### config.mk
export PLATFORM = sky130hd
export DESIGN_NAME = fpu_top
export DESIGN_NICKNAME = d
export VERILOG_FILES = /design/src/logic/fpu_pkg.sv /design/src/logic/fp_operand_decode.sv /design/src/logic/fp_compare.sv /design/src/logic/fp_sign_move.sv /design/src/logic/fp_classify.sv /design/src/logic/fp_issue_wb.sv /design/src/logic/fpu_top.sv
export VERILOG_INCLUDE_DIRS = /design/src /design/src/logic
export SDC_FILE = /design/constraint.sdc
export NUM_CORES = 1
export LEC_CHECK = 0
export ABC_AREA = 1
export BUFFER_PORTS_ARGS = -buffer_cell sky130_fd_sc_hd__buf_2
export CORE_MARGIN = 8
export CORE_UTILIZATION = 40
export CTS_CLUSTER_DIAMETER = 150
export DETAILED_ROUTE_END_ITERATION = 10
export GPL_ROUTABILITY_DRIVEN = 0
export PLACE_DENSITY_LB_ADDON = 0.3
export SLEW_MARGIN = 20
export SYNTH_ARGS = -nofsm -noshare
export SYNTH_HDL_FRONTEND = slang
export SYNTH_SLANG_ARGS = --single-unit
### constraint.sdc
create_clock -name clk -period 4.5 [get_ports clk]
set_input_delay 0.225 -clock clk [delete_from_list [all_inputs] [get_ports clk]]
set_output_delay 0.225 -clock clk [all_outputs]
set_load 0.005 [all_outputs]
### src/logic/fpu_macros.svh
// fpu widths and encodings
`ifndef FPU_MACROS_SVH
`define FPU_MACROS_SVH

`define FP_XLEN        64
`define FP_TAG_W       5
`define FP_CTRL_W      7

// control field positions
`define FP_CTRL_FMT_HI 6
`define FP_CTRL_FMT_LO 5
`define FP_CTRL_MULT   4
`define FP_CTRL_OP_HI  3
`define FP_IMM_DIR     15    // 1 = integer to float

`define FP_OP_FSGN     4'd5
`define FP_OP_MINMAX   4'd6
`define FP_OP_CMP      4'd12
`define FP_OP_CLASS    4'd13
`define FP_OP_FMV      4'd14

`define FP_S_BOX       32'hffff_ffff
`define FP_S_EXP_MAX   8'hff
`define FP_D_EXP_MAX   11'h7ff
`define FP_S_QNAN      64'hffff_ffff_7fc0_0000    // boxed
`define FP_D_QNAN      64'h7ff8_0000_0000_0000

`endif

### src/logic/fpu_pkg.sv
// fpu shared types
`include "fpu_macros.svh"

package fpu_pkg;

	// op field, control bits 3..0
	typedef enum logic [3:0] {
		OP_FSGN   = `FP_OP_FSGN,
		OP_MINMAX = `FP_OP_MINMAX,
		OP_CMP    = `FP_OP_CMP,
		OP_CLASS  = `FP_OP_CLASS,
		OP_FMV    = `FP_OP_FMV
	} fp_op_t;

	// size field, other codes unsupported
	typedef enum logic [1:0] {
		FMT_S = 2'd0,
		FMT_D = 2'd1
	} fp_fmt_t;

	typedef struct packed {
		logic nv;    // invalid
		logic dz;
		logic of;
		logic uf;
		logic nx;
	} fp_flags_t;

	// operand in double layout
	typedef struct packed {
		logic        sign;
		logic [10:0] exp;     // single rebiased
		logic [51:0] man;     // left aligned
		logic        nan;
		logic        snan;
		logic        inf;
		logic        zero;
		logic        sub;
	} fp_operand_t;

endpackage

### src/logic/fp_operand_decode.sv
// fp operand decoder
`include "fpu_macros.svh"

module fp_operand_decode (
	input  fpu_pkg::fp_fmt_t      fmt,
	input  logic [`FP_XLEN-1:0]   value,
	output fpu_pkg::fp_operand_t  opnd
);
	import fpu_pkg::*;

	logic        boxed;
	logic [7:0]  s_exp;
	logic [22:0] s_man;
	logic        exp_max;
	logic        exp_zero;
	logic        man_zero;

	assign boxed = value[63:32] == `FP_S_BOX;
	assign s_exp = value[30:23];
	assign s_man = value[22:0];

	always_comb begin
		if (fmt == FMT_S) begin
			exp_max  = s_exp == `FP_S_EXP_MAX;
			exp_zero = s_exp == 8'h00;
			man_zero = s_man == 23'h0;
			opnd.sign = value[31];
			if (exp_max)
				opnd.exp = `FP_D_EXP_MAX;
			else if (exp_zero)
				opnd.exp = 11'h000;
			else
				opnd.exp = {s_exp[7], {3{~s_exp[7]}}, s_exp[6:0]};    // bias 127 -> 1023
			opnd.man = {s_man, 29'h0};
		end else begin
			exp_max  = value[62:52] == `FP_D_EXP_MAX;
			exp_zero = value[62:52] == 11'h000;
			man_zero = value[51:0] == 52'h0;
			opnd.sign = value[63];
			opnd.exp  = value[62:52];
			opnd.man  = value[51:0];
		end

		opnd.nan  = exp_max && !man_zero;
		opnd.snan = opnd.nan && !opnd.man[51];    // quiet bit clear
		opnd.inf  = exp_max && man_zero;
		opnd.zero = exp_zero && man_zero;
		opnd.sub  = exp_zero && !man_zero;

		// broken box reads as the canonical quiet nan
		if (fmt == FMT_S && !boxed) begin
			opnd.sign = 1'b0;
			opnd.exp  = `FP_D_EXP_MAX;
			opnd.man  = {1'b1, 51'h0};
			opnd.nan  = 1'b1;
			opnd.snan = 1'b0;
			opnd.inf  = 1'b0;
			opnd.zero = 1'b0;
			opnd.sub  = 1'b0;
		end
	end

endmodule

### src/logic/fp_compare.sv
// fp compare and min/max
`include "fpu_macros.svh"

module fp_compare (
	input  logic [2:0]            funct3,
	input  logic [`FP_XLEN-1:0]   fr1,
	input  logic [`FP_XLEN-1:0]   fr2,
	input  fpu_pkg::fp_operand_t  a,
	input  fpu_pkg::fp_operand_t  b,
	input  fpu_pkg::fp_fmt_t      fmt,
	input  fpu_pkg::fp_op_t       op,
	output logic [`FP_XLEN-1:0]   cmp_res,
	output logic                  cmp_is_fp,
	output fpu_pkg::fp_flags_t    flags
);
	import fpu_pkg::*;

	logic                eq;
	logic                lt;
	logic                any_nan;
	logic                any_snan;
	logic                cmp_bit;
	logic                pick_a;
	logic [`FP_XLEN-1:0] minmax_res;

	assign any_nan  = a.nan | b.nan;
	assign any_snan = a.snan | b.snan;

	// ordering of a against b, meaningless when a nan is present
	always_comb begin
		if (a.sign != b.sign) begin
			eq = a.zero && b.zero;    // -0 == +0
			lt = a.sign && !eq;
		end else if (a.inf || b.inf) begin
			eq = a.inf && b.inf;
			lt = !eq && !(a.inf ^ a.sign);
		end else if (a.exp != b.exp) begin
			eq = 1'b0;
			lt = (a.exp < b.exp) ^ a.sign;
		end else if (a.man != b.man) begin
			eq = 1'b0;
			lt = (a.man < b.man) ^ a.sign;
		end else begin
			eq = 1'b1;
			lt = 1'b0;
		end
	end

	always_comb begin
		case (funct3)
			3'd0:    cmp_bit = eq || lt;    // fle
			3'd1:    cmp_bit = lt;          // flt
			3'd2:    cmp_bit = eq;          // feq
			default: cmp_bit = 1'b0;
		endcase
		if (any_nan)
			cmp_bit = 1'b0;
	end

	// funct3[0] selects max; on a tie min takes the negative one
	assign pick_a = (eq ? a.sign : lt) ^ funct3[0];

	always_comb begin
		case ({a.nan, b.nan})
			2'b00:   minmax_res = pick_a ? fr1 : fr2;
			2'b01:   minmax_res = fr1;
			2'b10:   minmax_res = fr2;
			default: minmax_res = (fmt == FMT_S) ? `FP_S_QNAN : `FP_D_QNAN;
		endcase
	end

	always_comb begin
		flags     = '0;
		cmp_res   = {{(`FP_XLEN-1){1'b0}}, cmp_bit};
		cmp_is_fp = 1'b0;
		case (op)
			OP_MINMAX: begin
				cmp_res   = minmax_res;
				cmp_is_fp = 1'b1;
				flags.nv  = any_snan;
			end
			OP_CMP: flags.nv = (funct3 == 3'd2) ? any_snan : any_nan;    // feq is quiet
			default: flags.nv = 1'b0;
		endcase
	end

	// invalid only ever traces back to a nan flagged by a decoder
	always_comb begin
		assert final (!flags.nv || a.nan || b.nan)
			else $error("fp_compare: nv raised without a nan operand");
	end

endmodule

### src/logic/fp_sign_move.sv
// sign injection and fmv
`include "fpu_macros.svh"

module fp_sign_move (
	input  fpu_pkg::fp_fmt_t     fmt,
	input  logic [2:0]           funct3,
	input  logic                 to_int,
	input  logic [`FP_XLEN-1:0]  fr1,
	input  logic [`FP_XLEN-1:0]  fr2,
	input  logic [`FP_XLEN-1:0]  ir1,
	output logic [`FP_XLEN-1:0]  sign_res,
	output logic                 sign_is_fp
);
	import fpu_pkg::*;

	localparam logic [`FP_XLEN-1:0] s_qnan = `FP_S_QNAN;

	logic [31:0] s1;
	logic [31:0] s2;
	logic        src_sign;
	logic        tgt_sign;
	logic        new_sign;

	// singles with a broken box act as canonical nan
	assign s1 = (fr1[63:32] == `FP_S_BOX) ? fr1[31:0] : s_qnan[31:0];
	assign s2 = (fr2[63:32] == `FP_S_BOX) ? fr2[31:0] : s_qnan[31:0];

	always_comb begin
		src_sign = (fmt == FMT_S) ? s2[31] : fr2[63];
		tgt_sign = (fmt == FMT_S) ? s1[31] : fr1[63];
		case (funct3[1:0])
			2'd1:    new_sign = ~src_sign;            // fsgnjn
			2'd2:    new_sign = src_sign ^ tgt_sign;  // fsgnjx
			default: new_sign = src_sign;             // fsgnj
		endcase

		if (funct3[2]) begin    // fmv
			sign_is_fp = !to_int;
			if (to_int)
				sign_res = (fmt == FMT_S) ? {{32{fr1[31]}}, fr1[31:0]} : fr1;
			else
				sign_res = (fmt == FMT_S) ? {`FP_S_BOX, ir1[31:0]} : ir1;
		end else begin
			sign_is_fp = 1'b1;
			if (fmt == FMT_S)
				sign_res = {`FP_S_BOX, new_sign, s1[30:0]};
			else
				sign_res = {new_sign, fr1[62:0]};
		end
	end

endmodule

### src/logic/fp_classify.sv
// fclass mask
`include "fpu_macros.svh"

module fp_classify (
	input  fpu_pkg::fp_operand_t  a,
	input  fpu_pkg::fp_fmt_t      fmt,
	output logic [`FP_XLEN-1:0]   class_res
);
	import fpu_pkg::*;

	logic       normal;
	logic       fmt_ok;
	logic [9:0] mask;

	assign normal = !(a.nan | a.inf | a.zero | a.sub);
	assign fmt_ok = (fmt == FMT_S) || (fmt == FMT_D);

	assign mask = {
		a.nan & !a.snan,     // quiet nan
		a.snan,
		!a.sign & a.inf,
		!a.sign & normal,
		!a.sign & a.sub,
		!a.sign & a.zero,
		a.sign & a.zero,
		a.sign & a.sub,
		a.sign & normal,
		!a.nan & a.sign & a.inf
	};

	assign class_res = fmt_ok ? {{(`FP_XLEN-10){1'b0}}, mask} : '0;

	// decoder flags must leave exactly one class
	always_comb begin
		assert final (!fmt_ok || $onehot(class_res))
			else $error("fp_classify: class mask not one-hot");
	end

endmodule

### src/logic/fp_issue_wb.sv
// issue and writeback stage
`include "fpu_macros.svh"

module fp_issue_wb (
	input  logic                   clk,
	input  logic                   rst_n,
	input  logic                   enable,
	input  logic [`FP_CTRL_W-1:0]  control,
	input  logic [15:12]           immed,
	input  logic [`FP_TAG_W-1:0]   rd,
	input  logic [`FP_XLEN-1:0]    sign_res,
	input  logic                   sign_is_fp,
	input  logic [`FP_XLEN-1:0]    cmp_res,
	input  logic                   cmp_is_fp,
	input  fpu_pkg::fp_flags_t     cmp_flags,
	input  logic [`FP_XLEN-1:0]    class_res,
	output fpu_pkg::fp_fmt_t       fmt,
	output fpu_pkg::fp_op_t        op,
	output logic [2:0]             funct3,
	output logic                   to_int,
	output logic [`FP_XLEN-1:0]    result,
	output logic [`FP_TAG_W-1:0]   res_rd,
	output logic                   res_makes_rd,
	output logic                   res_makes_fp,
	output fpu_pkg::fp_flags_t     res_exceptions
);
	import fpu_pkg::*;

	logic                 start;
	fp_op_t               r_op;
	fp_fmt_t              r_fmt;
	logic                 r_multiple;
	logic [2:0]           r_funct3;
	logic                 r_dir;
	logic [`FP_TAG_W-1:0] r_rd;
	logic                 supported;
	logic                 wb_valid;
	logic [`FP_XLEN-1:0]  sel_res;
	logic                 sel_fp;
	fp_flags_t            sel_flags;

	always_ff @(posedge clk) begin
		if (!rst_n)
			start <= 1'b0;
		else
			start <= enable;
	end

	always_ff @(posedge clk) begin
		if (enable) begin
			r_op       <= fp_op_t'(control[`FP_CTRL_OP_HI:0]);
			r_fmt      <= fp_fmt_t'(control[`FP_CTRL_FMT_HI:`FP_CTRL_FMT_LO]);
			r_multiple <= control[`FP_CTRL_MULT];
			r_funct3   <= immed[14:12];
			r_dir      <= immed[`FP_IMM_DIR];
			r_rd       <= rd;
		end
	end

	assign fmt    = r_fmt;
	assign op     = r_op;
	assign funct3 = {r_funct3[2] | (r_op == OP_FMV), r_funct3[1:0]};    // bit 2 marks fmv
	assign to_int = !r_dir;

	always_comb begin
		case (r_op)
			OP_FSGN, OP_MINMAX, OP_CMP, OP_CLASS, OP_FMV:
				supported = !r_multiple && (r_fmt == FMT_S || r_fmt == FMT_D);
			default:
				supported = 1'b0;    // fadd etc
		endcase
	end

	assign wb_valid = start && supported;

	// one unit per op
	always_comb begin
		sel_res   = sign_res;
		sel_fp    = sign_is_fp;
		sel_flags = '0;
		case (r_op)
			OP_MINMAX, OP_CMP: begin
				sel_res   = cmp_res;
				sel_fp    = cmp_is_fp;
				sel_flags = cmp_flags;
			end
			OP_CLASS: begin
				sel_res = class_res;
				sel_fp  = 1'b0;
			end
			default: sel_fp = sign_is_fp;    // fsgn, fmv
		endcase
	end

	always_ff @(posedge clk) begin
		if (!rst_n) begin
			res_makes_rd <= 1'b0;
			res_makes_fp <= 1'b0;
		end else begin
			res_makes_rd <= wb_valid;
			res_makes_fp <= wb_valid && sel_fp;
		end
	end

	always_ff @(posedge clk) begin
		result         <= sel_res;
		res_rd         <= r_rd;
		res_exceptions <= sel_flags;
	end

	// a writeback is always one cycle behind its issue
	assert property (@(posedge clk) disable iff (!rst_n)
		$rose(res_makes_rd) |-> $past(start))
		else $error("fp_issue_wb: writeback without a started command");

endmodule

### src/logic/fpu_top.sv
// single cycle fpu top
`include "fpu_macros.svh"

module fpu_top (
	input  logic                   clk,
	input  logic                   rst_n,
	input  logic                   enable,
	input  logic [`FP_CTRL_W-1:0]  control,
	input  logic [15:12]           immed,
	input  logic [`FP_TAG_W-1:0]   rd,
	input  logic [`FP_XLEN-1:0]    fr1,
	input  logic [`FP_XLEN-1:0]    fr2,
	input  logic [`FP_XLEN-1:0]    ir1,
	output logic [`FP_XLEN-1:0]    result,
	output logic [`FP_TAG_W-1:0]   res_rd,
	output logic                   res_makes_rd,
	output logic                   res_makes_fp,
	output fpu_pkg::fp_flags_t     res_exceptions
);
	import fpu_pkg::*;

	fp_fmt_t             fmt;
	fp_op_t              op;
	logic [2:0]          funct3;
	logic                to_int;
	fp_operand_t         opnd_a;
	fp_operand_t         opnd_b;
	logic [`FP_XLEN-1:0] sign_res;
	logic                sign_is_fp;
	logic [`FP_XLEN-1:0] cmp_res;
	logic                cmp_is_fp;
	fp_flags_t           cmp_flags;
	logic [`FP_XLEN-1:0] class_res;

	fp_issue_wb issue_wb_i (
		.clk(clk), .rst_n(rst_n), .enable(enable),
		.control(control), .immed(immed), .rd(rd),
		.sign_res(sign_res), .sign_is_fp(sign_is_fp),
		.cmp_res(cmp_res), .cmp_is_fp(cmp_is_fp), .cmp_flags(cmp_flags),
		.class_res(class_res),
		.fmt(fmt), .op(op), .funct3(funct3), .to_int(to_int),
		.result(result), .res_rd(res_rd), .res_makes_rd(res_makes_rd),
		.res_makes_fp(res_makes_fp), .res_exceptions(res_exceptions)
	);

	fp_operand_decode decode_a_i (.fmt(fmt), .value(fr1), .opnd(opnd_a));
	fp_operand_decode decode_b_i (.fmt(fmt), .value(fr2), .opnd(opnd_b));

	fp_compare compare_i (
		.funct3(funct3), .fr1(fr1), .fr2(fr2), .a(opnd_a), .b(opnd_b),
		.fmt(fmt), .op(op),
		.cmp_res(cmp_res), .cmp_is_fp(cmp_is_fp), .flags(cmp_flags)
	);

	fp_sign_move sign_move_i (
		.fmt(fmt), .funct3(funct3), .to_int(to_int),
		.fr1(fr1), .fr2(fr2), .ir1(ir1),
		.sign_res(sign_res), .sign_is_fp(sign_is_fp)
	);

	fp_classify classify_i (.a(opnd_a), .fmt(fmt), .class_res(class_res));

endmodule

==> metrics.txt, run 1 <==
Die Width roughly 170 um; CTS root buf clkbuf_16; power per cell area roughly 290 nW/um^2; Via density approximately 5.6; fraction of layout cells with a size suffix above 1 18.4%; Ports approximately 290; Synth Cell Area between 9000 and 10000 um^2; GR Overflow Total 0; port bufs between 200 and 300; skew final roughly 0.011 ns; GR Layer Usage met3 approximately 7%; met2 Usage GRT between 40% and 50%; post-synthesis register bit count about 90; synthesized instance count about 1700; worst slew pin tran 0.903 ns; Int Pwr approximately 0.0019 W; RSZ-0062 raised after global routing false; most used cell along the critical path nand2_1; DRC viols 0; Final min period 4.18 ns; mean area per synthesized cell between 5 and 6 um^2; largest net degree at the start of global routing 86; CP Launch Type flop; Iteration-0 DRC Markers between 1500 and 2000; Worst Hold Class in -> reg; core area roughly 24000 um^2; vias in the first global route 12400; Synth cell types 44; Fin Setup TNS 0 ns; CTS tree done; Setup-failing EPs final 0; drt pass-1 iters 6; Sequential Power Share 28.2%; power share of the clock group approximately a quarter; Seq/Total Area, Yosys approximately 20%; Slew Viols, Final 0; achievable frequency approximately 240 MHz; Slew headroom 39.7%; Max FO, Critical Path 21; Logic pwr share between 40% and 50%; final wirelength 43500 um; Critical Path RT about 4.8 ns; worst skew pair latency 0.37 ns; Final Hold Viols 0; Chip Height around 170 um; Total GRT Usage about 28%; area grow syn2layout 20.6%; Sink Count around 90; CTS buffer count 9; Lkg Pwr ~6.2 nW; P_sw approximately 0.0015 W; total die area roughly 30000 um^2; crit path DAT approximately 4.4 ns; Final period util a little over 90%; Max Cap Viol 0; H-tree depth 3; M1 GR Usage between 30% and 40%; crit path kind reg -> reg; first-pass GRT wire length ~67000 um; GRT Max-Usage Layer met2; Max IR drop VDD around 0.15 mV; ys flop type dfxtp_1; initial core utilization 40.6%; detailed placer's ending HPWL ~34000 um; hold-fix buffers at CTS 0; ANT nets after route 0; final-layout fill cell count roughly 2600; wire per inst between 15 and 20 um; clock slew at reported path FFs about 0.090 ns; Fin Hold WS around 0.030 ns; # nets final around 2300; # rows 57; clk buf depth 2; Crit-path slowest cell edfxtp_1; crit end category flop; Worst path max stage delay between 0.3 and 0.4 ns; switching part of the total roughly 44%; via count around 13000; synth warn 0; Async SR Flop Fraction 0%; Post-synth EDFFs 16; status completed; initial antenna violation count 4
-- registers in the layout, summed over array words and instances, names as in the netlist --
name,flops
issue_wb_i.fmt,2
issue_wb_i.op,4
issue_wb_i.r_dir,1
issue_wb_i.r_funct3,3
issue_wb_i.r_multiple,1
issue_wb_i.r_rd,5
issue_wb_i.res_exceptions,1
issue_wb_i.res_makes_fp,1
issue_wb_i.res_makes_rd,1
issue_wb_i.res_rd,5
issue_wb_i.result,64
issue_wb_i.start,1
-- critical path: cells and delay by family, from the launching register on --
kind                       cells  cell delay (ns)
AOI/OAI and AO/OA              2             0.21
adders and majority gates      1             0.31
buffers and inverters          6             0.98
DFF                            1             0.37
and+or+nand+nor               20             2.21
-- cell usage in the layout, fill, tap and decap left out, types with 4 or more instances in the layout --
master / synthesis / final
o221ai_1: 11 / 11
nand2_2: 8 / 9
a221oi_1: 4 / 4
o21ai_1: 7 / 7
o31ai_1: 4 / 4
ha_1: 67 / 67
dfxtp_1: 73 / 73
buf_4: 8 / 35
nor2_1: 211 / 208
inv_2: 8 / 7
o22ai_1: 18 / 18
inv_1: 163 / 162
diode_2: 0 / 4
a21oi_1: 53 / 52
o211ai_2: 4 / 4
nor3_1: 10 / 10
o21ai_0: 122 / 122
buf_2: 18 / 282
edfxtp_1: 16 / 16
o21bai_1: 12 / 12
a211oi_1: 27 / 27
o211ai_1: 35 / 35
nand3_1: 130 / 130
conb_1: 1 / 4
nor4_1: 5 / 5
nand2_1: 621 / 619
nand4_1: 14 / 14
a22oi_1: 6 / 6
clkbuf_16: 0 / 9
-- layer usage --
metal / vias up / share of wire (%)
li1: 6194 / -
met1: 5813 / 41
met2: 934 / 42
met3: 137 / 13
met4: 2 / 4.4
met5: - / 0.028
-- cell usage after synthesis, drive strengths merged (12+ instances only) --
master	count	area, um^2
o21bai	12	90.1
a21oi	53	265
nand4	14	87.6
a211oi	27	203
nand2	631	2400
edfxtp	16	480
clkbuf	49	184
nand3	130	651
buf	45	267
o22ai	18	113
inv	171	642
o211ai	39	313
ha	67	838
nor2	213	810
o21ai	129	646
dfxtp	73	1460
-- cell type report --
type | instances | area, um^2 | area share, %
multi-input combinational | 1393 | 6880 | 57.8
sequential | 89 | 1940 | 16.3
timing repair buffer | 319 | 1710 | 14.4
inverter | 174 | 658 | 5.52
tap | 324 | 405 | 3.40
clock buffer | 9 | 225 | 1.89
clock inverter | 7 | 76.3 | 0.641
antenna | 4 | 10.0 | 0.0840
-- cell families after synthesis --
group | after synthesis | share of synthesized area [%]
simple gates | 1009 | 41.3
other cells | 1 | 0.0380
fa+ha+maj | 67 | 8.49
buf+inv | 268 | 11.2
flops | 89 | 19.7
compound gates | 313 | 19.4
-- final timing paths --
kind / start / endpoint / slack, ns / cells after the start
min: control[4] / issue_wb_i.r_multiple$_DFFE_PP_ / 0.03 / 1
max: issue_wb_i.fmt[1]$_DFFE_PP_ / issue_wb_i.result[23]$_DFF_P_ / 0.32 / 29
max reg2reg: issue_wb_i.fmt[1]$_DFFE_PP_ / issue_wb_i.result[23]$_DFF_P_ / 0.32 / 29
min reg2reg: issue_wb_i.r_rd[3]$_DFFE_PP_ / issue_wb_i.res_rd[3]$_DFF_P_ / 0.34 / 0
-- stage by stage --
step | util [%] | instance area, um^2 | std cells | power, W | worst slack [ns]
final | 49.0 | 11900 | 2319 | 0.00343 | 0.319
after global routing | 49.0 | 11900 | 2317 | 0.00365 | 0.0139
after CTS | 48.8 | 11900 | 2311 | 0.00340 | 0.321
after detailed placement | 47.5 | 11600 | 2295 | 0.00256 | 0.131
after global placement | 47.5 | 11600 | 2295 | 0.00254 | 0.245
after floorplan | - | 9890 | 1750 | 0.00200 | 0.655
-- power groups by stage --
stage,clock network (W),logic (W),registers [W]
floorplan,0,0.00101,0.000992
global route,0.000868,0.00180,0.000979
detailed placement,0,0.00158,0.000985
CTS,0.000841,0.00159,0.000968
finish,0.000829,0.00163,0.000969
global placement,0,0.00155,0.000985
-- what timing repair did --
item | 4_1_cts | 5_1_grt
endpoints found under the setup margin | 0 | 31
endpoints found under the hold margin | 0 | 0
gates resized for setup | 0 | 2
setup buffers | 0 | 4
Power figures use the tool's default switching activity.
==> run 2: changes to the inputs <==
- CORE_UTILIZATION: 40 -> 54
==> run 2 against run 1 <==
Effect of this change: the flow now finishes with violations (design-rule violations); clock power shrank 3.6%; wire length shrank 6.2%; sequential power shrank 0.5%; utilization grew 17 points; sequential cell count is the same.
==> metrics.txt, run 2 (synthesis results as in run 1) <==
Chip Height 151 um; core area 18000 um^2; CTS root buf clkbuf_16; detailed placer's ending HPWL 31200 um; R2R Path Start issue_wb_i.fmt[1]$_DFFE_PP_; crit end category flop; area grow syn2layout 19.1%; total die area roughly 23000 um^2; Worst Hold Class in -> reg; Total GRT Usage between 30% and 40%; Iteration-0 DRC Markers roughly 1900; Final min period between 4 and 5 ns; achievable frequency between 200 and 250 MHz; Crit path buffers/inverters 4; port bufs between 200 and 300; # nets final between 2000 and 2500; hold-fix buffers at CTS 0; crit path kind reg -> reg; Max Cap Viol 0; largest net degree at the start of global routing 56; Crit-path slowest cell edfxtp_1; via count between 10000 and 15000; final wirelength roughly 41000 um; CTS buffer count 9; Slew headroom a little over two fifths; Sink Count between 80 and 90; Post-CTS Setup Inserts 0; RSZ-0062 raised after global routing false; Crit path depth 27; Fin Setup TNS 0 ns; Ports approximately 290; Lkg Pwr 6.19 nW; post-route setup slack 0.445 ns; fraction of layout cells with a size suffix above 1 between 15 and 20%; Final Power between 0.003 and 0.004 W; skew final 0.0129 ns; DRC viols 1; most frequent cells in the layout nand2_1, buf_2, nor2_1; CP top delay family simple AND/OR/NAND/NOR gates; Final period util around nine tenths; worst r2r dst issue_wb_i.result[20]$_DFF_P_; status complete, but fails checks; # rows 49; Setup-failing EPs final 0; post-CTS sizing 0; Via density between 5 and 6; pre-CTS setup slack around 0.27 ns; Max IR drop VDD slightly below 0.2 mV; Largest Register issue_wb_i.result; power per cell area roughly 290 nW/um^2; Fin Hold WS roughly 0.032 ns; Die Width ~150 um; Design Area, Final 11800 um^2; initial antenna violation count 2; vias in the first global route about 12000; Worst path max stage delay between 0.4 and 0.5 ns; Regs by FF count issue_wb_i.result: 64 flops, issue_wb_i.r_rd: 5 flops, issue_wb_i.res_rd: 5 flops; ANT nets after route 0; Critical Path RT approximately 4.8 ns; clock slew at reported path FFs ~0.080 ns; H-tree depth 3; most used cell along the critical path nand2_1; first-pass GRT wire length ~63000 um; GR Overflow Total 0; worst slew pin tran ~0.87 ns; CTS tree done; CP Launch Type flop; most common cell after layout, fill and taps aside nand2_1; violated checks design-rule violations; Hold Crit Endpoint issue_wb_i.r_funct3[1]$_DFFE_PP_; Max FO, Critical Path 46; Final Hold Viols 0; crit path DAT 4.31 ns; drt pass-1 iters 11; launch point of the worst hold path immed[13]; worst skew pair latency around 0.37 ns; initial core utilization between 50% and 60%; clk buf depth 2; Worst R2R Setup Slack roughly 0.44 ns; placed instance area approximately 11000 um^2; max reg flops 64; wire per inst about 18 um; hold path cells 1; Slew Viols, Final 0; worst r2r path cells 27
[run 2: cell types whose count changed in the layout (fill, tap and decap cells not counted), sizes merged]
cell   change
diode      -2
buf       -11
[run 2: worst max-delay path by stage]
stage	from	endpoint	slack, ns
floorplan	issue_wb_i.fmt[1]$_DFFE_PP_	issue_wb_i.result[37]$_DFF_P_	0.66
global placement	fr1[38]	issue_wb_i.result[62]$_DFF_P_	0.43
detailed placement	fr2[36]	issue_wb_i.result[62]$_DFF_P_	0.27
CTS	issue_wb_i.fmt[1]$_DFFE_PP_	issue_wb_i.result[62]$_DFF_P_	0.31
global route	issue_wb_i.fmt[1]$_DFFE_PP_	issue_wb_i.result[28]$_DFF_P_	0.03
finish	issue_wb_i.fmt[1]$_DFFE_PP_	issue_wb_i.result[20]$_DFF_P_	0.44
[run 2: metrics by stage]
step                      cells  util, %
after global placement     2193     63.6
after detailed placement   2193     63.6
after global routing       2211     65.5
after floorplan            1750        -
after CTS                  2209     65.3
final                      2211     65.5
[run 2: layout make-up]
type | instances | area (um^2)
Antenna cell | 2 | 5.00
Clock buffer | 9 | 225
Clock inverter | 7 | 72.6
Fill cell | 1755 | 6200
Inverter | 174 | 656
Multi-Input combinational cell | 1393 | 6890
Sequential cell | 89 | 1940
Tap cell | 229 | 287
Timing Repair Buffer | 308 | 1680
[run 2: report_power, final]
part           internal [W]  switching (W)
combinational      0.000590        0.00104
sequential         0.000927      0.0000361
clock              0.000393       0.000405
[run 2: per-layer routing]
| metal | vias to the layer above | routed length, um | global-route usage, % | share of wire [%] |
|---|---|---|---|---|
| met5 | - | 0 | 0 | 0 |
| met4 | 0 | 1850 | 16.1 | 4.5 |
| met3 | 174 | 6370 | 10.3 | 16 |
| met2 | 1100 | 17100 | 51.9 | 42 |
| met1 | 5768 | 15400 | 44.5 | 38 |
| li1 | 6174 | - | - | - |
[run 2: worst register-to-register path, stage by stage, from the launching register on]
cell	delay, ns
edfxtp_1	0.41
inv_2	0.10
nand2_4	0.07
buf_4	0.23
nor2_1	0.22
nand3_1	0.15
nand3_1	0.18
a21oi_1	0.06
ha_1	0.31
nand2_1	0.05
nor2_1	0.18
nand2_1	0.09
nor3b_2	0.28
nand4_1	0.15
nand3b_1	0.18
o21ai_0	0.08
nand2_1	0.08
nand2_2	0.08
inv_2	0.04
nand2_2	0.09
nand3_1	0.11
nand2_2	0.12
buf_12	0.23
nand2_1	0.13
nand3_1	0.11
nand3_1	0.08
nand2_1	0.07
nand2_1	0.06
==> run 3: changes to the inputs <==
- BUFFER_PORTS_ARGS: -buffer_cell sky130_fd_sc_hd__buf_2 -> -buffer_cell sky130_fd_sc_hd__buf_4
- CORE_ASPECT_RATIO: not set -> 1.4
- GPL_ROUTABILITY_DRIVEN: 0 -> 1
==> run 3 against run 2 <==
Effect of this change: critical path depth is the same; the flow now finishes without violations; worst hold slack lost 0.015 ns; setup slack lost 0.088 ns; via count shrank 0.62%; sequential power grew 0.9%; clock power grew 3.4%; non-clock buffer count grew 5; critical path type unchanged; global-route usage grew 2.3 points; power grew 5.3%; sequential cell count is the same; register-to-register slack lost 0.09 ns; combinational power grew 9%.
==> metrics.txt, run 3 (synthesis results as in run 1) <==
Largest Register issue_wb_i.result; wire per inst roughly 19 um; CP top delay family simple AND/OR/NAND/NOR gates; skew final 0.0182 ns; core area about 18000 um^2; antenna fix cells 0; CTS buffer count 9; clk buf depth 2; fin cells roughly 2200; Worst Hold Class in -> reg; final wirelength 43300 um; placed instance area 12100 um^2; CP Launch Type flop; Final min period between 4 and 5 ns; Max Cap Viol 0; achievable frequency roughly 240 MHz; largest net degree at the start of global routing 67; Slew headroom approximately a third; Crit path buffers/inverters 4; final core occ between 60% and 70%; hold-fix buffers at CTS 0; total die area 22900 um^2; Design Area, Final 12500 um^2; worst slew pin tran about 1 ns; CTS tree done; post-route setup slack roughly 0.36 ns; most used cell along the critical path nand2_1; Ports around 290; DRC viols 0; # rows 58; max reg flops 64; via count ~13000; area grow syn2layout 27.0%; initial antenna violation count 0; most common cell after layout, fill and taps aside nand2_1; crit end category flop; Slew Viols, Final 0; H-tree depth 3; status completed; Worst path max stage delay roughly 0.4 ns; Fin Hold WS 0.0170 ns; most frequent cells in the layout nand2_1, buf_4, nor2_1; Sink Count 89; vias in the first global route roughly 13000; Critical Path RT between 4 and 5 ns; ANT nets after route 0; Placed Cells ~2200; Iteration-0 DRC Markers approximately 1600; # nets final 2258; clock slew at reported path FFs 0.10 ns; GPL Wtd Cong 1.02; Lkg Pwr 6.46 nW; Total GRT Usage between 30% and 40%; drt pass-1 iters 7; Chip Height around 180 um; CTS root buf clkbuf_16; crit path DAT approximately 4.4 ns; pre-CTS setup slack about 0.20 ns; Final period util approximately 92%; crit path kind reg -> reg; Max IR drop VDD 0.191 mV; Via density 5.90; port bufs roughly 280; fraction of layout cells with a size suffix above 1 between 10% and 20%; Die Width 130 um; power per cell area 285 nW/um^2; Setup-failing EPs final 0; detailed placer's ending HPWL roughly 33000 um; Regs by FF count issue_wb_i.result: 64 flops, issue_wb_i.r_rd: 5 flops, issue_wb_i.res_rd: 5 flops; Final Hold Viols 0; GR Overflow Total 0; final-layout fill cell count 1667; worst skew pair latency about 0.38 ns; Crit-path slowest cell edfxtp_1; Max FO, Critical Path 17; initial core utilization 55.1%; first-pass GRT wire length approximately 66000 um
-- run 3: cell types whose count changed in the layout (fill, tap and decap cells not counted), sizes merged --
cell	change
clkinv	+1
inv	-1
clkbuf	+1
buf	+4
diode	-2
-- run 3: stage by stage --
stage	total power [W]	TNS (ns)
3_5_place_dp	0.00268	0
6_report	0.00358	0
2_1_floorplan	0.00200	0
3_3_place_gp	0.00266	0
5_1_grt	0.00380	-0.132
4_1_cts	0.00350	0
-- run 3: final timing paths --
path / from / to / slack, ns / cells past startpoint
min reg2reg: issue_wb_i.r_rd[3]$_DFFE_PP_ / issue_wb_i.res_rd[3]$_DFF_P_ / 0.34 / 0
max reg2reg: issue_wb_i.fmt[1]$_DFFE_PP_ / issue_wb_i.result[32]$_DFF_P_ / 0.36 / 27
min: immed[15] / issue_wb_i.r_dir$_DFFE_PP_ / 0.02 / 1
max: issue_wb_i.fmt[1]$_DFFE_PP_ / issue_wb_i.result[32]$_DFF_P_ / 0.36 / 27
-- run 3: worst register-to-register path, cell delays in order (launching register included) --
cell and delay (ns):
edfxtp_1 0.41, inv_2 0.09, nand2_4 0.14, buf_4 0.24, nor2_1 0.21, nand3_1 0.17
nand3_1 0.18, a21oi_1 0.06, ha_1 0.30, nand2_1 0.06, nor2_1 0.19, nand2_1 0.12
nor3b_4 0.24, nand4_1 0.14, nand3b_1 0.18, o21ai_0 0.08, nand2_1 0.09, nand2_2 0.07
inv_2 0.04, nand2_2 0.09, nand3_1 0.15, nand2_4 0.18, buf_12 0.18, nand2_1 0.07
nand3_1 0.08, nand3_1 0.08, nand2_1 0.06, nand2_1 0.11
-- run 3: layout make-up --
cell class	count	area (um^2)	share of cell area (%)
multi-input combinational	1393	6900	55.0
tap	240	300	2.39
inverter	174	662	5.28
timing repair buffer	313	2440	19.4
clock buffer	9	225	1.80
clock inverter	7	81.3	0.648
sequential	89	1940	15.5
-- run 3: routing by layer --
metal,vias to the layer above,track usage [%],part of all wire (%)
li1,6174,-,-
met3,211,7.40,11
met1,5792,41.8,35
met2,957,61.3,47
met5,-,0,0
met4,0,24.0,6.2
-- run 3: report_power, final --
group | switching, W | internal [W] | total (W)
Sequential | 0.0000445 | 0.000928 | 0.000973
Combinational | 0.00107 | 0.000708 | 0.00178
Clock | 0.000427 | 0.000399 | 0.000826
-- run 3: what timing repair did --
item                       in CTS  in global routing
buffers inserted                0                  2
resized for setup               0                 18
setup endpoints to repair       0                 63
